<file path="src/hw/audio_defs.svh">
`ifndef AUDIO_DEFS_SVH
`define AUDIO_DEFS_SVH

// Sample level and PWM duty width
`define AUDIO_SAMPLE_W 8

// Sample memory address width, 1024 words
`define AUDIO_MEM_AW 10

// Tone phase accumulator width
// Top AUDIO_SAMPLE_W bits index the wave table
`define AUDIO_PHASE_W 16

// Clocks per PWM frame, power of two
`define AUDIO_FRAME_LEN 256

// Highest legal tone number
// Anything above plays this tone
`define AUDIO_TONE_MAX 95

`endif

</file>
<file path="src/hw/audioPkg.sv">
`default_nettype none
`include "audio_defs.svh"

package audioPkg;

	// --------------------------------------------------
	// Duty source select
	// --------------------------------------------------
	typedef enum logic [1:0]
	{
		MODE_DIRECT = 2'd0,
		MODE_TONE   = 2'd1,
		MODE_PCM    = 2'd2
	} audioMode_t;

	// --------------------------------------------------
	// Sample memory port
	// --------------------------------------------------
	// Request word, write set for host traffic only
	typedef struct packed
	{
		logic                       valid;
		logic                       write;
		logic [`AUDIO_MEM_AW-1:0]   adrs;
		logic [`AUDIO_SAMPLE_W-1:0] data;
	} memReq_t;

	// Read response, one clock after the grant
	typedef struct packed
	{
		logic                       valid;
		logic [`AUDIO_SAMPLE_W-1:0] data;
	} memRsp_t;

	// --------------------------------------------------
	// Note table
	// --------------------------------------------------
	// Phase steps for the lowest octave, tones 0 to 11
	// Higher octaves shift these left by the octave number
	localparam logic [`AUDIO_PHASE_W-1:0] NOTE_STEP [12] =
		'{16'd64, 16'd68, 16'd72, 16'd76, 16'd81, 16'd86,
		  16'd91, 16'd96, 16'd102, 16'd108, 16'd114, 16'd121};

endpackage

`default_nettype wire

</file>
<file path="src/hw/pcmDmaReader.sv">
`timescale 1ns/1ps
`default_nettype none
`include "audio_defs.svh"

module pcmDmaReader
(
	input  logic                       audioClk,
	input  logic                       rstN,
	input  logic                       frameSync,
	input  logic [`AUDIO_MEM_AW-1:0]   dmaAdrs,
	input  logic [`AUDIO_MEM_AW-1:0]   dmaLen,
	input  logic                       dmaEn,
	output audioPkg::memReq_t          dmaReq,
	input  logic                       dmaGnt,
	input  audioPkg::memRsp_t          dmaRsp,
	output logic [`AUDIO_SAMPLE_W-1:0] pcmSample,
	output logic                       dmaBusy
);

	logic                     dmaEnQ;
	logic                     dmaStart;
	logic                     reqIssue;
	logic                     reqValid;
	logic [`AUDIO_MEM_AW-1:0] reqAdrs;
	logic [`AUDIO_MEM_AW-1:0] curAdrs;
	logic [`AUDIO_MEM_AW-1:0] remain;

	// Rising edge of the enable level starts a transfer
	assign dmaStart = dmaEn && !dmaEnQ;
	// One fetch per frame while words are left
	assign reqIssue = frameSync && dmaBusy && !reqValid && (remain != '0);

	// --------------------------------------------------
	// Transfer control
	// --------------------------------------------------
	always_ff @(posedge audioClk or negedge rstN)
	begin
		if (!rstN)
		begin
			dmaEnQ   <= 1'b0;
			dmaBusy  <= 1'b0;
			reqValid <= 1'b0;
			reqAdrs  <= '0;
			curAdrs  <= '0;
			remain   <= '0;
		end
		else
		begin
			dmaEnQ <= dmaEn;
			// Request stays up until the arbiter takes it
			if (reqIssue)
			begin
				reqValid <= 1'b1;
				reqAdrs  <= curAdrs;
				// Address wraps at the memory size
				curAdrs  <= curAdrs + 1'b1;
				remain   <= remain - 1'b1;
			end
			else if (dmaGnt)
				reqValid <= 1'b0;
			// Busy drops once the last word has landed
			if (dmaRsp.valid && (remain == '0))
				dmaBusy <= 1'b0;
			// A new start overrides the running counters
			if (dmaStart)
			begin
				curAdrs <= dmaAdrs;
				remain  <= dmaLen;
				dmaBusy <= (dmaLen != '0);
			end
		end
	end

	// Last fetched word, held after the transfer ends
	always_ff @(posedge audioClk or negedge rstN)
	begin
		if (!rstN)
			pcmSample <= '0;
		else if (dmaRsp.valid)
			pcmSample <= dmaRsp.data;
	end

	// Reads only
	assign dmaReq = '{valid: reqValid, write: 1'b0, adrs: reqAdrs, data: '0};

	// Pending request must not move before the grant
	reqHeldUntilGrant : assert property (@(posedge audioClk) disable iff (!rstN)
		(dmaReq.valid && !dmaGnt) |=> (dmaReq.valid && $stable(dmaReq.adrs)))
		else $error("DMA request dropped or changed before grant");

endmodule

`default_nettype wire

</file>
<file path="config.mk">
export PLATFORM = sky130hd
export DESIGN_NAME = pcmDmaReader
export DESIGN_NICKNAME = d
export VERILOG_FILES = /design/src/hw/audioPkg.sv /design/src/hw/pcmDmaReader.sv
export VERILOG_INCLUDE_DIRS = /design/src /design/src/hw
export SDC_FILE = /design/constraint.sdc
export NUM_CORES = 1
export LEC_CHECK = 0
export ABC_AREA = 1
export BUFFER_PORTS_ARGS = -buffer_cell sky130_fd_sc_hd__buf_4
export CAP_MARGIN = 20
export CORE_MARGIN = 1.5
export CORE_UTILIZATION = 31
export DETAILED_ROUTE_END_ITERATION = 16
export GPL_TIMING_DRIVEN = 0
export SETUP_SLACK_MARGIN = 0.2
export SLEW_MARGIN = 20
export SYNTH_ARGS = -nofsm -noshare
export SYNTH_HDL_FRONTEND = slang
export SYNTH_SLANG_ARGS = --single-unit
</file>
<file path="constraint.sdc">
create_clock -name audioClk -period 2.3 [get_ports audioClk]
set_input_delay 0.23 -clock audioClk [delete_from_list [all_inputs] [get_ports audioClk]]
set_output_delay 0.23 -clock audioClk [all_outputs]
set_load 0.05 [all_outputs]
</file>
==> results.cfg, run 1 <==
[run_status]
status = finished, final reports clean

[sta]
setup_violations = 0
max_freq_mhz = 591
rsz0062_at_grt = false
final_max_slew_viol_count = 0
min_period_over_period = 0.736
max_slew_margin = 0.643
fin_crit_ps = 1690
hold_viol = 0
tns_ps = 0
worstMarginPinSlew_ps = 536
skew_ps = 10.5

[job]
maxCapViolations = 0

[critical_path]
reg2reg_depth = 10
worst_setup_path_start_kind = flip-flop
cp-end-kind = flip-flop
cp.arrival_ps = 1890
worstSetupPathType = reg -> reg
cp_max_fo = 10
critPathRequiredTime_ps = 2500

[routing]
wl_met2_microns = 2690
maxUsedRoutingLayer = met4
firstDrtPassIters = 4
routed_wl_microns = 5560
routedWlPerCell_microns = 11.5
routed-via-count = 2166
met3_length_microns = 220
met1_length_microns = 2590
ant_nets = 0
drcViolationCount = 0
drt_iter0_markers = 50
routed_via_density = 4.48

[cells_and_area]
layout.nets = 420
area_growth_pct = 29.7
fin_cells = 484
num-fill-cells = 768
ff_latch_area_sq_um = 1030
layout-drive-gt1-share = 0.270
diodes = 0
multiInputGateArea_sq_um = 1090

[global_routing]
grt_max_degree = 42
grt.total_usage = 0.150
grt_pass1_vias = 2116
grt_pass1_wl_microns = 9850
antenna_found_initial = 0
gr-total-overflow = 0

[die]
die_x_microns = 89.8
row_count = 31
fp.dieH_microns = 89.8
start_util = 0.322
pin_count = 63
core_sq_um = 7250
dieArea_sq_um = 8060

[logic_synthesis]
synth_commonest_cells = 119 x nand2_1, 41 x dfrtp_1, 31 x nand3_1
yosysSeqAreaShare = 0.440
synth-async-reset-ratio = 1.00
synth_top_area_frac = 0.440
yosysTopAreaCell = dfrtp_1
synth_area_leaders = dfrtp_1 44%, nand2_1 19%, nand3_1 6.6%
netlist_instances = 316
synth_cell_types = 30
synth_seq_cells = 41
synth.avg_cell_area_sq_um = 7.38
synth_edf_count = 0
synth_warnings = 0
synthFlopType = dfrtp_1
netlist_area_sq_um = 2330
synth_most_common_cell = nand2_1

[cts]
cts_resized = 0
clkTransAtPathRegs_ps = 80
clk_latency_ps = 310
cts_tree = done
cts-htree-levels = 2
root_buffer = clkbuf_8
clockBufferDepth = 2
numCtsBuffers = 5
cts.sink_count = 41

[placed_design]
gp_congestion = 0.849
place_inst = 475
port_buffers = 52
dp_hpwl_microns = 4130

[power]
power_density_nw_per_um2 = 1120
p_leak_nw = 1.61
ir_drop_mv = 0.331

[worst_hold_path]
hold_path.class = in -> reg
whs_path_depth = 1
[where the power goes]
group	total (mW)	switching (mW)	internal, mW	leakage, nW
registers	1.17	0.214	0.958	0.513
clock network	0.722	0.285	0.437	0.0687
logic	1.49	0.984	0.508	1.03
total	3.39	1.48	1.90	1.61
[per-layer routing]
metal / track usage / vias up
li1: - / 1114
met5: 0 / -
met1: 0.193 / 1002
met2: 0.254 / 43
met4: 0.0463 / 0
met3: 0.0279 / 7
[cell usage in the layout, fill, tap and decap left out, types with 9 or more instances in the layout]
cell	synthesis	routed
nand3_1	31	31
o21ai_2	9	9
buf_4	11	63
dfrtp_1	41	41
nand2_1	119	119
conb_1	1	9
inv_1	25	25
o21ai_0	19	19
nor2_1	18	18
[kinds of logic (layout without fill, tap and decap cells)]
group / after synthesis / in the layout / synth area share
and+or+nand+nor: 191 / 191 / 0.354
buffers and inverters: 49 / 110 / 0.105
DFF: 41 / 41 / 0.440
AOI/OAI and AO/OA: 30 / 30 / 0.0810
adders and majority gates: 2 / 2 / 0.0107
xor gates and xnor gates: 2 / 2 / 0.00751
other: 1 / 9 / 0.00161
[final cells by class]
| type | count | area share |
|---|---|---|
| multi-input cells | 234 | 0.361 |
| flip-flops and latches | 41 | 0.339 |
| repair buffers | 53 | 0.132 |
| plain buffers | 19 | 0.0438 |
| well taps | 99 | 0.0409 |
| inverters | 30 | 0.0372 |
| clock buffers | 5 | 0.0227 |
| clock inverters | 3 | 0.0227 |
[sequential cells by signal, summed over array words and instances, names as in the netlist]
register / cells
curAdrs: 10
remain: 10
reqAdrs: 10
pcmSample: 8
dmaBusy: 1
dmaEnQ: 1
reqValid: 1
[worst max-delay path: stages, from the launching register on]
cell and delay [ps]:
dfrtp_1 380, inv_1 140, ha_1 210, nand2_1 100
nor2_2 120, nand3_2 120, nand2_4 140, nand2_4 100
buf_6 170, nand3_1 70, nand2_1 50
[through the flow]
| stage | cell area (sq um) | setup slack, ps | utilization | power (mW) | hold slack, ps |
|---|---|---|---|---|---|
| 4_1_cts | 3030 | 584 | 0.417 | 3.41 | 39.6 |
| 3_5_place_dp | 2880 | 599 | 0.397 | 2.68 | 257 |
| 3_3_place_gp | 2880 | 606 | 0.397 | 2.65 | 259 |
| 2_1_floorplan | 2360 | 792 | - | 2.26 | -65.6 |
| 5_1_grt | 3030 | 415 | 0.417 | 3.65 | 39.4 |
| 6_report | 3030 | 607 | 0.417 | 3.39 | 46.2 |
[repair_timing]
item | in CTS | in global routing
hold buffers | 1 | 0
buffers inserted | 0 | 0
endpoints found under the hold margin | 41 | 0
[worst paths after layout]
path                         startpoint      endpoint  slack, ps
max in group asynchronous          rstN    curAdrs[7]       1490
max reg2reg                   remain[0]     remain[4]        610
min reg2reg                pcmSample[6]  pcmSample[6]        470
min in group asynchronous          rstN      reqValid        450
min                               dmaEn        dmaEnQ         50
max                           remain[0]     remain[4]        610
No activity file was read; power rests on OpenSTA's default activity.
==> inputs of run 2 (changes only) <==
==> constraint.sdc (replaced) <==
create_clock -name audioClk -period 1.5 [get_ports audioClk]
set_input_delay 0.15 -clock audioClk [delete_from_list [all_inputs] [get_ports audioClk]]
set_output_delay 0.15 -clock audioClk [all_outputs]
set_load 0.05 [all_outputs]
==> results.cfg, run 2 (synthesis gave the netlist of run 1 again) <==
[placed_design]
port_buffers = 52
place_inst = 475
place_area_sq_um = 2900
gp_congestion = 0.840
pre_cts_slack_ps = -115
dp_hpwl_microns = 4230

[sta]
hold_viol = 0
max_slew_margin = 0.640
tns_ps = -16.0
min_period_over_period = 1.01
skew_ps = 15.7
fin_crit_ps = 1510
rsz0062_at_grt = true
max_freq_mhz = 663
final_max_slew_viol_count = 0
worstMarginPinSlew_ps = 539
holdWs_ps = 13.2
worst_slack_ps = -8.86
setup_violations = 2

[routing]
routed_wl_microns = 6350
drt_iter0_markers = 85
ant_nets = 0
routedWlPerCell_microns = 12.6
routed_via_density = 4.59
drcViolationCount = 0
routed-via-count = 2314
firstDrtPassIters = 4

[critical_path]
critical_path_depth = 10
worst_setup_path_start_kind = flip-flop
cp-endpoint = reqAdrs[8]
worstReg2RegEnd = reqAdrs[8]
critPathRequiredTime_ps = 1720
worstSetupPathType = reg -> reg
reg2reg_depth = 10
slowest_delay_ps = 390
reg2reg_slack_ps = -9
worstPathBufferInverterCount = 3
cp_max_fo = 6
startpoint = remain[0]
cp.arrival_ps = 1730
critPathTopFamily = simple AND/OR/NAND/NOR gates
path_cells = inv_2 -> ha_4 -> nand2_4 -> nor2_4 -> nand3_4 -> nand2_8 -> buf_8 -> clkbuf_16 -> nand2_2 -> o21ai_1
crit_path_top_delay_cell = dfrtp_1
cp-end-kind = flip-flop
r2r-start = remain[0]

[die]
start_util = 0.322
core_sq_um = 7250
dieArea_sq_um = 8060
pin_count = 63
fp.dieH_microns = 89.8
row_count = 31
die_x_microns = 89.8

[cts]
clk_latency_ps = 300
cts.sink_count = 41
clockBufferDepth = 2
numCtsBuffers = 5
cts-htree-levels = 2
root_buffer = clkbuf_8
cts_tree = done
clkTransAtPathRegs_ps = 80

[run_status]
status = finished with violations
violations = negative setup slack

[cells_and_area]
final_cell_mix = 98 x nand2_1, 71 x buf_4, 39 x dfrtp_1
fin_cells = 504
num-fill-cells = 719
layout-drive-gt1-share = 0.410
diodes = 0
ff_latch_area_sq_um = 1030
mostFrequentLayoutCell = nand2_1
layout.nets = 440
fin_util = 0.485
fin_area_sq_um = 3520
area_growth_pct = 50.8
multiInputGateArea_sq_um = 1320
largestRegisters = curAdrs x10, remain x10, reqAdrs x10

[power]
power.switching_mw = 2.64
switching_share = 0.455
power.share.sequential = 0.318
power_frac_clock = 0.158
p_total_mw = 5.81
p_leak_nw = 1.84
ir_drop_mv = 0.513
pwr-share-comb = 0.524
p_int_mw = 3.17
power_density_nw_per_um2 = 1650

[worst_hold_path]
hold_path.class = in -> reg

[global_routing]
antenna_found_initial = 0
grt.total_usage = 0.157
gr-total-overflow = 0
grt_max_degree = 42
grt_pass1_vias = 2289
grt_pass1_wl_microns = 10500

[job]
maxCapViolations = 0
-- run 2: cell types whose count changed in the layout (fill, tap and decap cells not counted), sizes merged --
cell / previous run / this run
inv: 30 / 29
dlygate4sd3: 1 / 2
clkbuf: 6 / 9
buf: 70 / 87
clkinv: 1 / 2
bufinv: 2 / 1
-- run 2: how the worst min path moves through the flow --
stage / startpoint / cells after the start / slack [ps] / to
after CTS: dmaGnt / 2 / 20 / reqValid
after global routing: dmaGnt / 2 / 10 / reqValid
final: dmaGnt / 2 / 10 / reqValid
after global placement: rstN / 1 / 180 / pcmSample[4]
after floorplan: rstN / 0 / -150 / curAdrs[0]
after detailed placement: rstN / 1 / 180 / pcmSample[4]
-- run 2: final cells by class --
class                   count  area share
plain buffers              19      0.0483
repair buffers             73       0.186
well taps                  99      0.0352
clock inverters             2     0.00995
multi-input cells         234       0.375
inverters                  30      0.0327
clock buffers               6      0.0206
flip-flops and latches     41       0.292
-- run 2: power groups by stage --
stage	Clock [mW]	Sequential [mW]	Combinational, mW
floorplan	0	2.29	1.23
global placement	0	1.80	2.31
detailed placement	0	1.82	2.34
CTS	0.938	1.81	2.75
global route	0.970	1.91	3.31
finish	0.918	1.85	3.04
-- run 2: repair_timing --
action | 4_1_cts | 5_1_grt
setup endpoints to repair | 32 | 32
hold buffers | 2 | 0
setup buffers | 15 | 0
gates resized for setup | 39 | 48
gates cloned | 2 | 2
endpoints found under the hold margin | 42 | 0
pin swaps | 17 | 5
-- run 2: metal layers --
metal	track usage	part of all wire
met5	0	0
met2	0.282	0.52
met3	0.0313	0.047
met1	0.189	0.43
met4	0.0489	0.0099
