**src/hw/audio_defs.svh**
```systemverilog
`ifndef AUDIO_DEFS_SVH
`define AUDIO_DEFS_SVH

// Sample level and PWM duty width
`define AUDIO_SAMPLE_W 8

// Sample memory address width, 1024 words
`define AUDIO_MEM_AW 10

// Tone phase accumulator width
// Top AUDIO_SAMPLE_W bits index the wave table
`define AUDIO_PHASE_W 16

// Clocks per PWM frame, power of two
`define AUDIO_FRAME_LEN 256

// Highest legal tone number
// Anything above plays this tone
`define AUDIO_TONE_MAX 95

`endif

```
**src/hw/audioPkg.sv**
```systemverilog
`default_nettype none
`include "audio_defs.svh"

package audioPkg;

	// --------------------------------------------------
	// Duty source select
	// --------------------------------------------------
	typedef enum logic [1:0]
	{
		MODE_DIRECT = 2'd0,
		MODE_TONE   = 2'd1,
		MODE_PCM    = 2'd2
	} audioMode_t;

	// --------------------------------------------------
	// Sample memory port
	// --------------------------------------------------
	// Request word, write set for host traffic only
	typedef struct packed
	{
		logic                       valid;
		logic                       write;
		logic [`AUDIO_MEM_AW-1:0]   adrs;
		logic [`AUDIO_SAMPLE_W-1:0] data;
	} memReq_t;

	// Read response, one clock after the grant
	typedef struct packed
	{
		logic                       valid;
		logic [`AUDIO_SAMPLE_W-1:0] data;
	} memRsp_t;

	// --------------------------------------------------
	// Note table
	// --------------------------------------------------
	// Phase steps for the lowest octave, tones 0 to 11
	// Higher octaves shift these left by the octave number
	localparam logic [`AUDIO_PHASE_W-1:0] NOTE_STEP [12] =
		'{16'd64, 16'd68, 16'd72, 16'd76, 16'd81, 16'd86,
		  16'd91, 16'd96, 16'd102, 16'd108, 16'd114, 16'd121};

endpackage

`default_nettype wire

```
**src/hw/pwmDutyGen.sv**
```systemverilog
`timescale 1ns/1ps
`default_nettype none
`include "audio_defs.svh"

module pwmDutyGen
(
	input  logic                       audioClk,
	input  logic                       rstN,
	input  logic                       audioCke,
	input  audioPkg::audioMode_t       audioMode,
	input  logic [`AUDIO_SAMPLE_W-1:0] audioDuty,
	input  logic [`AUDIO_SAMPLE_W-1:0] toneSample,
	input  logic [`AUDIO_SAMPLE_W-1:0] pcmSample,
	output logic                       frameSync,
	output logic                       audioPwm
);

	localparam int CntW = $clog2(`AUDIO_FRAME_LEN);
	localparam logic [CntW-1:0] CntLast = CntW'(`AUDIO_FRAME_LEN - 1);

	logic [CntW-1:0]            frameCnt;
	logic [`AUDIO_SAMPLE_W-1:0] dutyNext;
	logic [`AUDIO_SAMPLE_W-1:0] dutyReg;

	// --------------------------------------------------
	// Frame counter
	// --------------------------------------------------
	// Frozen while playback is off
	always_ff @(posedge audioClk or negedge rstN)
	begin
		if (!rstN)
			frameCnt <= '0;
		else if (audioCke)
			frameCnt <= (frameCnt == CntLast) ? '0 : frameCnt + 1'b1;
	end

	// Last clock of the frame
	assign frameSync = audioCke && (frameCnt == CntLast);

	// --------------------------------------------------
	// Duty source and latch
	// --------------------------------------------------
	always_comb
	begin
		case (audioMode)
			audioPkg::MODE_TONE:
				dutyNext = toneSample;
			audioPkg::MODE_PCM:
				dutyNext = pcmSample;
			default:
				dutyNext = audioDuty;
		endcase
	end

	// Duty for the next frame, fixed for a whole frame
	always_ff @(posedge audioClk or negedge rstN)
	begin
		if (!rstN)
			dutyReg <= '0;
		else if (frameSync)
			dutyReg <= dutyNext;
	end

	// High for the first dutyReg clocks of the frame
	assign audioPwm = audioCke && (frameCnt < dutyReg);

endmodule

`default_nettype wire

```
**config.mk**
```make
export PLATFORM = sky130hd
export DESIGN_NAME = pwmDutyGen
export DESIGN_NICKNAME = d
export VERILOG_FILES = /design/src/hw/audioPkg.sv /design/src/hw/pwmDutyGen.sv
export VERILOG_INCLUDE_DIRS = /design/src /design/src/hw
export SDC_FILE = /design/constraint.sdc
export NUM_CORES = 1
export LEC_CHECK = 0
export ABC_AREA = 0
export BUFFER_PORTS_ARGS = -buffer_cell sky130_fd_sc_hd__buf_2
export CORE_MARGIN = 2
export CORE_UTILIZATION = 40
export DETAILED_ROUTE_END_ITERATION = 16
export PLACE_DENSITY = 0.7
export SLEW_MARGIN = 10
export SYNTH_ARGS = -nofsm -noshare
export SYNTH_HDL_FRONTEND = slang
export SYNTH_SLANG_ARGS = --single-unit
```
**constraint.sdc**
```tcl
create_clock -name audioClk -period 1.95 [get_ports audioClk]
set_clock_uncertainty 0.2 [all_clocks]
set_input_delay 0.2925 -clock audioClk [delete_from_list [all_inputs] [get_ports audioClk]]
set_output_delay 0.2925 -clock audioClk [all_outputs]
set_load 0.01 [all_outputs]
```
==> results of run 1 <==
==> cell usage after synthesis (all sizes together), types with 3 or more instances <==
cell type / n / area share [%]
inv: 11 / 4.0
mux2: 9 / 9.9
a22oi: 8 / 5.9
ha: 10 / 12
nand2: 11 / 4.0
dfrtp: 16 / 39
o21ai: 12 / 5.9
nand4: 3 / 1.8
clkbuf: 3 / 1.1
xnor2: 3 / 2.6
==> power groups by stage <==
| stage | Combinational (uW) | Sequential, uW | Clock (uW) |
|---|---|---|---|
| final | 465 | 435 | 227 |
| after global routing | 521 | 444 | 249 |
| after floorplan | 201 | 454 | 0 |
| after global placement | 347 | 435 | 0 |
| after CTS | 433 | 429 | 235 |
| after detailed placement | 358 | 440 | 0 |
==> final timing paths <==
path / to / slack, ns / startpoint / depth (start not counted)
min reg2reg: dutyReg[0]$_DFFE_PN0P_ / 0.32 / dutyReg[0]$_DFFE_PN0P_ / 1
min: frameCnt[0]$_DFFE_PN0P_ / 0.12 / audioCke / 2
max: audioPwm / -0.25 / frameCnt[2]$_DFFE_PN0P_ / 5
max reg2reg: dutyReg[5]$_DFFE_PN0P_ / 0.17 / frameCnt[1]$_DFFE_PN0P_ / 6
min in group asynchronous: frameCnt[5]$_DFFE_PN0P_ / 0.21 / rstN / 2
max in group asynchronous: frameCnt[0]$_DFFE_PN0P_ / 1.06 / rstN / 2
==> flip-flops by register name, indices dropped and copies added (netlist names) <==
name / count
dutyReg: 8
frameCnt: 8
==> metal layers <==
| metal | wire length (microns) | global-route usage [%] | share of wire [%] |
|---|---|---|---|
| met1 | 889 | 18.6 | 41 |
| met3 | 60 | 4.10 | 2.8 |
| met4 | 39 | 6.67 | 1.8 |
| met5 | 0 | 0 | 0 |
| met2 | 1180 | 28.4 | 54 |
==> area by class of cell <==
class / instances / area share, %
tap: 30 / 2.77
multi-input combinational: 74 / 45.8
clock buffer: 4 / 2.68
timing repair buffer: 38 / 16.0
sequential: 16 / 29.7
inverter: 11 / 3.05
==> kinds of logic after synthesis <==
kind of cell / Yosys count
AOI/OAI and AO/OA: 28
and+or+nand+nor: 23
DFF: 16
buffers and inverters: 15
adders and majority gates: 10
muxes: 9
xor gates and xnor gates: 4
==> through the flow <==
step / setup TNS (ns) / hold slack [ns] / instances / setup slack [ns]
floorplan: 0 / -0.203 / 105 / 0.0592
global placement: 0 / 0.0229 / 165 / 0.00241
detailed placement: -0.0427 / 0.0258 / 165 / -0.0427
CTS: -0.240 / 0.0906 / 173 / -0.240
global route: -0.353 / 0.148 / 173 / -0.340
finish: -0.252 / 0.121 / 173 / -0.252
==> repair_timing <==
action                     in CTS  in global routing
hold buffers                    1                  0
setup endpoints to repair       2                  2
hold endpoints to repair       16                  0
buffers inserted                3                  2
pin swaps                       5                  3
resized for setup               6                  6
==> impl_metrics.xml, run 1 <==
<?xml version="1.0" encoding="UTF-8"?>
<metrics>
  <group name="run_status">
    <metric name="status" unit="">finished, violations left</metric>
    <metric name="violations" unit="">negative setup slack</metric>
  </group>
  <group name="run">
    <metric name="max_cap_viols" unit="">0</metric>
  </group>
  <group name="grt">
    <metric name="globalRoute.totalOverflow" unit="">0</metric>
    <metric name="antenna_found_initial" unit="">0</metric>
    <metric name="grt_first_pass_wirelength" unit="microns">3430</metric>
    <metric name="grt_max_degree" unit="">17</metric>
    <metric name="vias_in_the_first_global_route" unit="">865</metric>
    <metric name="grt_util_all_layers" unit="%">16.2</metric>
  </group>
  <group name="synthesis">
    <metric name="ys_dominant_reg_cell" unit="">sky130_fd_sc_hd__dfrtp_1</metric>
    <metric name="synth_compound_gate_area_share" unit="%">17.6</metric>
    <metric name="muxShareOfSynthArea" unit="%">9.89</metric>
    <metric name="fraction_of_synthesized_cell_area_in_xor_and_xnor_cells" unit="%">3.42</metric>
    <metric name="synthDistinctLibCells" unit="">25</metric>
    <metric name="synth_cells" unit="">105</metric>
    <metric name="post_synth_and_or_nand_nor_area_fraction" unit="%">11.6</metric>
    <metric name="ys_seq_area_share" unit="%">39.1</metric>
    <metric name="synthesis_stage_register_bit_count" unit="">16</metric>
    <metric name="post_synth_fa_ha_maj_area_fraction" unit="%">12.2</metric>
    <metric name="post_syn_area" unit="sq um">1020</metric>
    <metric name="synth_edf_count" unit="">0</metric>
    <metric name="synth-async-reset-ratio" unit="%">100</metric>
    <metric name="avgSynthCellArea" unit="sq um">9.76</metric>
    <metric name="synth.yosys.warnings" unit="">0</metric>
    <metric name="synth_top_family_by_area" unit="">compound AO/OA/AOI/OAI gates</metric>
    <metric name="syn_nets" unit="">144</metric>
  </group>
  <group name="detailed_routing">
    <metric name="drt_first_iter_violations" unit="">11</metric>
    <metric name="drt_pre_antenna_iters" unit="">4</metric>
    <metric name="wl_per_cell" unit="microns">12.6</metric>
    <metric name="route.detailed.drc" unit="">0</metric>
    <metric name="total_wirelength_of_the_detailed_routed_design" unit="microns">2170</metric>
    <metric name="detail-route-antenna-nets" unit="">0</metric>
    <metric name="via_count" unit="">923</metric>
    <metric name="drt-vias-per-instance" unit="">5.34</metric>
  </group>
  <group name="floorplan">
    <metric name="placementRows" unit="">18</metric>
    <metric name="design.core.area" unit="sq um">2450</metric>
    <metric name="design.portCount" unit="">31</metric>
    <metric name="die_width" unit="microns">54.6</metric>
    <metric name="dieHeight" unit="microns">54.6</metric>
    <metric name="fp.dieArea" unit="sq um">2980</metric>
    <metric name="initial_cell_density_of_the_core" unit="%">41.7</metric>
  </group>
  <group name="clocking">
    <metric name="tritoncts.num_buffers" unit="">3</metric>
    <metric name="tritoncts" unit="">done</metric>
    <metric name="worstSkewPairLatency" unit="ns">0.30</metric>
    <metric name="clk_pin_slew" unit="ns">0.10</metric>
    <metric name="clock_path_buffers" unit="">2</metric>
    <metric name="numClockSinks" unit="">16</metric>
    <metric name="cts-root-buf" unit="">sky130_fd_sc_hd__clkbuf_4</metric>
    <metric name="number_of_levels_the_h_tree_was_split_into" unit="">1</metric>
  </group>
  <group name="power">
    <metric name="power.total" unit="uW">1130</metric>
    <metric name="p_leak" unit="uW">0.000635</metric>
    <metric name="power-per-cell-area" unit="nW/um^2">832</metric>
    <metric name="net-switching-power" unit="uW">381</metric>
    <metric name="power.switching_fraction" unit="%">33.8</metric>
    <metric name="power_report.internal_total" unit="uW">745</metric>
    <metric name="p_comb_share" unit="%">41.3</metric>
    <metric name="power_share_of_the_clock_group" unit="%">20.1</metric>
    <metric name="ir_drop" unit="uV">579</metric>
    <metric name="sequentialPowerShare" unit="%">38.6</metric>
  </group>
  <group name="cells_and_area">
    <metric name="layout.core_utilization" unit="%">55.1</metric>
    <metric name="final_nets" unit="">183</metric>
    <metric name="antenna_cells_inserted" unit="">0</metric>
    <metric name="multiInputGateArea" unit="sq um">621</metric>
    <metric name="area_growth_syn_to_layout" unit="%">32.1</metric>
    <metric name="fin_area" unit="sq um">1350</metric>
    <metric name="filler_cell_count" unit="">234</metric>
    <metric name="area_taken_by_flip_flops_and_latches" unit="sq um">402</metric>
    <metric name="layout_common_cells" unit="">30 x sky130_fd_sc_hd__buf_2, 15 x sky130_fd_sc_hd__dfrtp_1, 11 x sky130_fd_sc_hd__nand2_1, 11 x sky130_fd_sc_hd__o21ai_0, 10 x sky130_fd_sc_hd__inv_1</metric>
    <metric name="layout-drive-gt1-share" unit="%">42.0</metric>
    <metric name="mostFrequentLayoutCell" unit="">sky130_fd_sc_hd__buf_2</metric>
  </group>
  <group name="critical_path">
    <metric name="cp-start-kind" unit="">flop</metric>
    <metric name="worst_path_arrival" unit="ns">1.71</metric>
    <metric name="crit_buf_inv" unit="">1</metric>
    <metric name="worst_path_max_delay_cell" unit="">sky130_fd_sc_hd__dfrtp_1</metric>
    <metric name="cp_slowest_stage_delay" unit="ns">0.40</metric>
    <metric name="endpoint_kind" unit="">output port</metric>
    <metric name="worst-endpoint-required" unit="ns">1.46</metric>
    <metric name="critical_path.top_delay_family" unit="">compound AO/OA/AOI/OAI gates</metric>
    <metric name="timing.critical_path.fanout_max" unit="">2</metric>
    <metric name="crit_type" unit="">reg -&gt; out</metric>
    <metric name="crit_chain" unit="">ha_1, a211oi_2, o21ai_1, a221oi_2, buf_2</metric>
  </group>
  <group name="sta">
    <metric name="maxSlewHeadroom" unit="%">74.0</metric>
    <metric name="finalHoldViolations" unit="">0</metric>
    <metric name="setup_viol" unit="">1</metric>
    <metric name="finalWorstPathRequiredPeriod" unit="ns">2.20</metric>
    <metric name="tightest_slew" unit="ns">0.389</metric>
    <metric name="fmaxAchievable" unit="MHz">454</metric>
    <metric name="rsz0062_at_grt" unit="">yes</metric>
    <metric name="final_min_period_over_clock_period" unit="%">113</metric>
    <metric name="finalWorstSetupSlack" unit="ns">-0.252</metric>
    <metric name="slew_viol_final" unit="">0</metric>
  </group>
  <group name="place">
    <metric name="finalWeightedCongestion" unit="">0.791</metric>
    <metric name="postPlaceCellArea" unit="sq um">1230</metric>
    <metric name="place_hpwl" unit="microns">1670</metric>
    <metric name="port_buffers" unit="">30</metric>
  </group>
  <group name="hold_path">
    <metric name="min_path_type" unit="">in -&gt; reg</metric>
  </group>
</metrics>
Note: power is estimated with default switching activity, not from simulation.
==> run 2, diff against run 1 <==
- CORE_MARGIN: 2 -> unset
==> run 2 against run 1 <==
The run still ends with negative setup slack left. Routed wire length increased by 19%. Core utilization up 4.1 points. Sequential share of layout area down 0.50 points. Clock-buffer cell count is the same. Worst setup slack got worse by 0.085 ns. Sequential power about the same. First-iteration DRC count increased by 100%. Sequential cell count is the same. Final area increased by 1.4%. Combinational power up 14%. Maximum frequency fell by 3.7%. Hold slack better by 0.019 ns. Critical path type unchanged.
==> impl_metrics.xml, run 2 (synthesis gave the netlist of run 1 again) <==
<?xml version="1.0" encoding="UTF-8"?>
<metrics>
  <group name="run_status">
    <metric name="status" unit="">finished, violations left</metric>
    <metric name="violations" unit="">negative setup slack</metric>
  </group>
  <group name="detailed_routing">
    <metric name="total_wirelength_of_the_detailed_routed_design" unit="microns">2580</metric>
    <metric name="detail-route-antenna-nets" unit="">0</metric>
    <metric name="wl_per_cell" unit="microns">14.9</metric>
    <metric name="via_count" unit="">944</metric>
    <metric name="drt_first_iter_violations" unit="">22</metric>
    <metric name="route.detailed.drc" unit="">0</metric>
    <metric name="drt-vias-per-instance" unit="">5.46</metric>
    <metric name="drt_pre_antenna_iters" unit="">4</metric>
  </group>
  <group name="place">
    <metric name="place_hpwl" unit="microns">1740</metric>
    <metric name="detailedPlace.worstSlack" unit="ns">-0.0956</metric>
    <metric name="finalWeightedCongestion" unit="">0.779</metric>
    <metric name="port_buffers" unit="">30</metric>
  </group>
  <group name="floorplan">
    <metric name="design.portCount" unit="">31</metric>
    <metric name="placementRows" unit="">17</metric>
    <metric name="dieHeight" unit="microns">52.6</metric>
    <metric name="design.core.area" unit="sq um">2320</metric>
    <metric name="fp.dieArea" unit="sq um">2770</metric>
    <metric name="initial_cell_density_of_the_core" unit="%">44.2</metric>
    <metric name="die_width" unit="microns">52.6</metric>
  </group>
  <group name="grt">
    <metric name="grt_max_degree" unit="">17</metric>
    <metric name="grt_first_pass_wirelength" unit="microns">4120</metric>
    <metric name="vias_in_the_first_global_route" unit="">947</metric>
    <metric name="grt_util_all_layers" unit="%">20.7</metric>
    <metric name="antenna_found_initial" unit="">0</metric>
    <metric name="globalRoute.totalOverflow" unit="">0</metric>
  </group>
  <group name="critical_path">
    <metric name="cp_slowest_stage_delay" unit="ns">0.40</metric>
    <metric name="crit_type" unit="">reg -&gt; out</metric>
    <metric name="crit_buf_inv" unit="">1</metric>
    <metric name="endpoint_kind" unit="">output port</metric>
    <metric name="worst_path_max_delay_cell" unit="">sky130_fd_sc_hd__dfrtp_1</metric>
    <metric name="worst-endpoint-required" unit="ns">1.46</metric>
    <metric name="cp-start-kind" unit="">flop</metric>
    <metric name="timing.critical_path.fanout_max" unit="">2</metric>
    <metric name="crit_chain" unit="">ha_1, o211ai_1, o21ai_1, a221oi_2, buf_2</metric>
    <metric name="worst_path_arrival" unit="ns">1.80</metric>
    <metric name="critical_path.top_delay_family" unit="">compound AO/OA/AOI/OAI gates</metric>
  </group>
  <group name="hold_path">
    <metric name="min_path_type" unit="">in -&gt; reg</metric>
  </group>
  <group name="sta">
    <metric name="final_min_period_over_clock_period" unit="%">117</metric>
    <metric name="fmaxAchievable" unit="MHz">437</metric>
    <metric name="finalWorstPathRequiredPeriod" unit="ns">2.29</metric>
    <metric name="slew_viol_final" unit="">0</metric>
    <metric name="finalWorstSetupSlack" unit="ns">-0.338</metric>
    <metric name="setup_viol" unit="">2</metric>
    <metric name="tightest_slew" unit="ns">0.378</metric>
    <metric name="rsz0062_at_grt" unit="">yes</metric>
    <metric name="maxSlewHeadroom" unit="%">74.8</metric>
    <metric name="finalHoldViolations" unit="">0</metric>
    <metric name="setup-tns-final" unit="ns">-0.340</metric>
  </group>
  <group name="cells_and_area">
    <metric name="antenna_cells_inserted" unit="">0</metric>
    <metric name="layout.core_utilization" unit="%">59.2</metric>
    <metric name="area_growth_syn_to_layout" unit="%">33.9</metric>
    <metric name="filler_cell_count" unit="">211</metric>
    <metric name="final_nets" unit="">185</metric>
    <metric name="layout-drive-gt1-share" unit="%">42.1</metric>
    <metric name="mostFrequentLayoutCell" unit="">sky130_fd_sc_hd__buf_2</metric>
    <metric name="layout_common_cells" unit="">30 x sky130_fd_sc_hd__buf_2, 16 x sky130_fd_sc_hd__dfrtp_1, 11 x sky130_fd_sc_hd__nand2_1, 11 x sky130_fd_sc_hd__o21ai_0, 10 x sky130_fd_sc_hd__inv_1</metric>
    <metric name="reg_top3" unit="">dutyReg x8, frameCnt x8</metric>
  </group>
  <group name="clocking">
    <metric name="number_of_levels_the_h_tree_was_split_into" unit="">1</metric>
    <metric name="clock_path_buffers" unit="">2</metric>
    <metric name="tritoncts" unit="">done</metric>
    <metric name="tritoncts.num_buffers" unit="">3</metric>
    <metric name="cts-root-buf" unit="">sky130_fd_sc_hd__clkbuf_4</metric>
    <metric name="worstSkewPairLatency" unit="ns">0.29</metric>
    <metric name="clk_pin_slew" unit="ns">0.10</metric>
    <metric name="numClockSinks" unit="">16</metric>
  </group>
  <group name="power">
    <metric name="p_leak" unit="uW">0.000647</metric>
    <metric name="ir_drop" unit="uV">943</metric>
    <metric name="power-per-cell-area" unit="nW/um^2">862</metric>
  </group>
  <group name="run">
    <metric name="max_cap_viols" unit="">0</metric>
  </group>
</metrics>
-- run 2: changes by cell type in the layout (fill, tap and decap cells not counted) --
cell / change
sky130_fd_sc_hd__mux2_2: -1
sky130_fd_sc_hd__mux2_4: +1
sky130_fd_sc_hd__dfrtp_2: -1
sky130_fd_sc_hd__buf_6: +1
sky130_fd_sc_hd__buf_4: +1
sky130_fd_sc_hd__dfrtp_1: +1
-- run 2: metrics by stage --
stage | power, uW | std cells | instance area [sq um] | hold slack [ns]
floorplan | 655 | 105 | 1030 | -0.203
global placement | 785 | 163 | 1220 | 0.0215
detailed placement | 817 | 163 | 1220 | 0.0245
CTS | 1100 | 170 | 1310 | 0.0789
global route | 1260 | 173 | 1370 | 0.146
finish | 1180 | 173 | 1370 | 0.139
-- run 2: what timing repair did --
action                                 CTS  global route
gates resized for setup                  6             8
setup endpoints to repair                2            10
hold buffers                             1             0
endpoints found under the hold margin   16             0
pin swaps                                6             3
buffers inserted                         2             5
-- run 2: worst register-to-register path: cells and delay by family, from the launching register on --
kind                   cells  cell delay, ns
DFF                        1            0.40
and+or+nand+nor            2            0.38
muxes                      1            0.34
buffers and inverters      3            0.41
-- run 2: final timing paths --
check / start / end / slack, ns / cells after the start
worst max-delay path: frameCnt[1]$_DFFE_PN0P_ / audioPwm / -0.34 / 5
worst min-delay path: audioDuty[7] / dutyReg[7]$_DFFE_PN0P_ / 0.14 / 4
worst max register to register: frameCnt[3]$_DFFE_PN0P_ / dutyReg[2]$_DFFE_PN0P_ / 0.11 / 6
worst min register to register: dutyReg[1]$_DFFE_PN0P_ / dutyReg[1]$_DFFE_PN0P_ / 0.31 / 1
max in group asynchronous: rstN / frameCnt[2]$_DFFE_PN0P_ / 1.04 / 2
min in group asynchronous: rstN / frameCnt[4]$_DFFE_PN0P_ / 0.24 / 2
-- run 2: cell type report --
cell class	count	area (sq um)	area share [%]
sequential	16	400	29.2
multi-input combinational	74	624	45.5
inverter	11	41.3	3.01
timing repair buffer	40	235	17.1
clock buffer	4	36.3	2.64
tap	28	35.0	2.55
-- run 2: report_power, final --
group | switching, uW | internal, uW | leakage [uW] | total, uW
clock network | 106 | 114 | 0.0000210 | 220
logic | 256 | 273 | 0.000419 | 529
registers | 47.2 | 387 | 0.000207 | 434
-- run 2: metal layers --
layer / vias up / share of wire, % / track usage [%]
met5: - / 0 / 0
met4: 0 / 2.2 / 5.26
met3: 6 / 2.4 / 6.67
met2: 13 / 55 / 37.6
met1: 467 / 40 / 22.9
li1: 458 / - / -
==> run 3, diff against run 2 <==
- CORE_ASPECT_RATIO: unset -> 0.7
==> run 3 against run 2 <==
The run still ends with negative setup slack left. Global-route usage is 1.5 points lower. Register-to-register slack lost 0.02 ns. Final area down 1.6%. Sequential power about the same. Largest cell class unchanged. Clock power about the same. First-iteration DRC count grew to 3.2 times the previous value. Final cell count up 1.7%. Critical path depth unchanged. Core utilization is 0.084 points higher. Critical path type unchanged. Sequential cell count did not move. Hold slack got worse by 0.032 ns. Power shrank 6.6%.
==> impl_metrics.xml, run 3 (synthesis gave the netlist of run 1 again) <==
<?xml version="1.0" encoding="UTF-8"?>
<metrics>
  <group name="clocking">
    <metric name="cts-root-buf" unit="">sky130_fd_sc_hd__clkbuf_4</metric>
    <metric name="number_of_levels_the_h_tree_was_split_into" unit="">1</metric>
    <metric name="numClockSinks" unit="">16</metric>
    <metric name="tritoncts" unit="">done</metric>
    <metric name="worstSkewPairLatency" unit="ns">0.29</metric>
    <metric name="tritoncts.num_buffers" unit="">3</metric>
    <metric name="clock_path_buffers" unit="">2</metric>
    <metric name="clk_pin_slew" unit="ns">0.09</metric>
  </group>
  <group name="cells_and_area">
    <metric name="layout-drive-gt1-share" unit="%">42.4</metric>
    <metric name="filler_cell_count" unit="">207</metric>
    <metric name="layout_common_cells" unit="">30 x sky130_fd_sc_hd__buf_2, 15 x sky130_fd_sc_hd__dfrtp_1, 11 x sky130_fd_sc_hd__nand2_1, 11 x sky130_fd_sc_hd__o21ai_0, 10 x sky130_fd_sc_hd__inv_1</metric>
    <metric name="final_nets" unit="">184</metric>
    <metric name="antenna_cells_inserted" unit="">0</metric>
    <metric name="fin_area" unit="sq um">1350</metric>
    <metric name="mostFrequentLayoutCell" unit="">sky130_fd_sc_hd__buf_2</metric>
    <metric name="area_growth_syn_to_layout" unit="%">31.7</metric>
    <metric name="reg_top3" unit="">dutyReg x8, frameCnt x8</metric>
  </group>
  <group name="grt">
    <metric name="grt_util_all_layers" unit="%">19.2</metric>
    <metric name="globalRoute.totalOverflow" unit="">0</metric>
    <metric name="grt_max_degree" unit="">17</metric>
    <metric name="vias_in_the_first_global_route" unit="">931</metric>
    <metric name="grt_first_pass_wirelength" unit="microns">4020</metric>
    <metric name="antenna_found_initial" unit="">0</metric>
  </group>
  <group name="sta">
    <metric name="slew_viol_final" unit="">0</metric>
    <metric name="finalWorstPathRequiredPeriod" unit="ns">2.24</metric>
    <metric name="setup_viol" unit="">1</metric>
    <metric name="rsz0062_at_grt" unit="">yes</metric>
    <metric name="hold_ws" unit="ns">0.107</metric>
    <metric name="finalHoldViolations" unit="">0</metric>
    <metric name="maxSlewHeadroom" unit="%">74.4</metric>
    <metric name="finalWorstSetupSlack" unit="ns">-0.293</metric>
    <metric name="setup-tns-final" unit="ns">-0.293</metric>
    <metric name="final_min_period_over_clock_period" unit="%">115</metric>
    <metric name="fmaxAchievable" unit="MHz">446</metric>
    <metric name="tightest_slew" unit="ns">0.383</metric>
  </group>
  <group name="floorplan">
    <metric name="die_width" unit="microns">62.5</metric>
    <metric name="dieHeight" unit="microns">44.3</metric>
    <metric name="design.core.area" unit="sq um">2280</metric>
    <metric name="design.portCount" unit="">31</metric>
    <metric name="initial_cell_density_of_the_core" unit="%">45.0</metric>
    <metric name="fp.dieArea" unit="sq um">2770</metric>
    <metric name="placementRows" unit="">14</metric>
  </group>
  <group name="power">
    <metric name="ir_drop" unit="uV">428</metric>
    <metric name="power-per-cell-area" unit="nW/um^2">819</metric>
    <metric name="p_leak" unit="uW">0.000641</metric>
  </group>
  <group name="hold_path">
    <metric name="min_path_type" unit="">in -&gt; reg</metric>
  </group>
  <group name="place">
    <metric name="port_buffers" unit="">30</metric>
    <metric name="finalWeightedCongestion" unit="">0.827</metric>
    <metric name="place_hpwl" unit="microns">1770</metric>
    <metric name="postPlaceCellArea" unit="sq um">1240</metric>
  </group>
  <group name="detailed_routing">
    <metric name="drt_first_iter_violations" unit="">71</metric>
    <metric name="detail-route-antenna-nets" unit="">0</metric>
    <metric name="route.detailed.drc" unit="">0</metric>
    <metric name="total_wirelength_of_the_detailed_routed_design" unit="microns">2310</metric>
    <metric name="wl_per_cell" unit="microns">13.1</metric>
    <metric name="drt_pre_antenna_iters" unit="">4</metric>
    <metric name="drt-vias-per-instance" unit="">5.26</metric>
    <metric name="via_count" unit="">925</metric>
  </group>
  <group name="critical_path">
    <metric name="worst_path_arrival" unit="ns">1.75</metric>
    <metric name="endpoint_kind" unit="">output port</metric>
    <metric name="crit_type" unit="">reg -&gt; out</metric>
    <metric name="cp-start-kind" unit="">flop</metric>
    <metric name="timing.critical_path.fanout_max" unit="">2</metric>
    <metric name="worst-endpoint-required" unit="ns">1.46</metric>
  </group>
  <group name="run">
    <metric name="max_cap_viols" unit="">0</metric>
  </group>
  <group name="run_status">
    <metric name="violations" unit="">negative setup slack</metric>
    <metric name="status" unit="">finished, violations left</metric>
  </group>
</metrics>
run 3: cell count changes in the layout (fill, tap and decap cells not counted):
| cell | change |
|---|---|
| sky130_fd_sc_hd__nor3_4 | -1 |
| sky130_fd_sc_hd__nand3_4 | -1 |
| sky130_fd_sc_hd__nor3_2 | +1 |
| sky130_fd_sc_hd__buf_6 | -1 |
| sky130_fd_sc_hd__dfrtp_2 | +1 |
| sky130_fd_sc_hd__nand3_2 | +1 |
| sky130_fd_sc_hd__mux2_4 | -1 |
| sky130_fd_sc_hd__dfrtp_1 | -1 |
| sky130_fd_sc_hd__mux2_2 | +1 |
run 3: layout make-up:
cell class	instances	area (sq um)	area share, %
sequential	16	402	29.7
tap	32	40.0	2.97
clock buffer	4	36.3	2.69
timing repair buffer	39	224	16.6
inverter	11	41.3	3.06
multi-input combinational	74	607	44.9
run 3: worst paths after layout:
path	slack (ns)	cells after the start	to	from
setup reg to reg	0.09	7	dutyReg[7]$_DFFE_PN0P_	frameCnt[1]$_DFFE_PN0P_
hold reg to reg	0.32	1	dutyReg[2]$_DFFE_PN0P_	dutyReg[2]$_DFFE_PN0P_
hold / removal	0.11	2	frameCnt[0]$_DFFE_PN0P_	audioCke
max in group asynchronous	1.03	2	frameCnt[0]$_DFFE_PN0P_	rstN
min in group asynchronous	0.24	2	dutyReg[5]$_DFFE_PN0P_	rstN
setup / recovery	-0.29	5	audioPwm	frameCnt[1]$_DFFE_PN0P_
run 3: worst max-delay path, stage by stage, from the launching register on:
cell and delay, ns:
sky130_fd_sc_hd__dfrtp_1 0.39, sky130_fd_sc_hd__ha_1 0.30, sky130_fd_sc_hd__o211ai_1 0.21, sky130_fd_sc_hd__o21ai_1 0.11
sky130_fd_sc_hd__a221oi_2 0.27, sky130_fd_sc_hd__buf_2 0.17
run 3: repair_timing:
| action | 4_1_cts | 5_1_grt |
|---|---|---|
| hold buffers | 1 | 0 |
| setup buffers | 3 | 0 |
| pin swaps | 6 | 2 |
| endpoints found under the hold margin | 16 | 0 |
| setup endpoints to repair | 2 | 4 |
| gates resized for setup | 8 | 2 |
run 3: per-layer routing:
| layer | wire (microns) | up-vias | global-route usage [%] |
|---|---|---|---|
| met5 | 0 | - | 0 |
| met4 | 7 | 0 | 2.79 |
| met3 | 116 | 2 | 5.67 |
| met2 | 1190 | 22 | 37.0 |
| met1 | 991 | 440 | 22.0 |
| li1 | - | 461 | - |
run 3: where the power goes:
group / internal [uW] / leakage (uW) / switching [uW]
clock network: 114 / 0.0000210 / 107
logic: 231 / 0.000413 / 219
registers: 388 / 0.000206 / 47.4
run 3: per-stage QoR:
step           power, uW  instances  utilization (%)  worst slack (ns)
2_1_floorplan        655        105                -            0.0592
3_3_place_gp         797        168             54.3           0.00231
3_5_place_dp         818        168             54.3           -0.0520
4_1_cts             1090        176             59.0            -0.227
5_1_grt             1190        176             59.3            -0.375
6_report            1110        176             59.3            -0.293
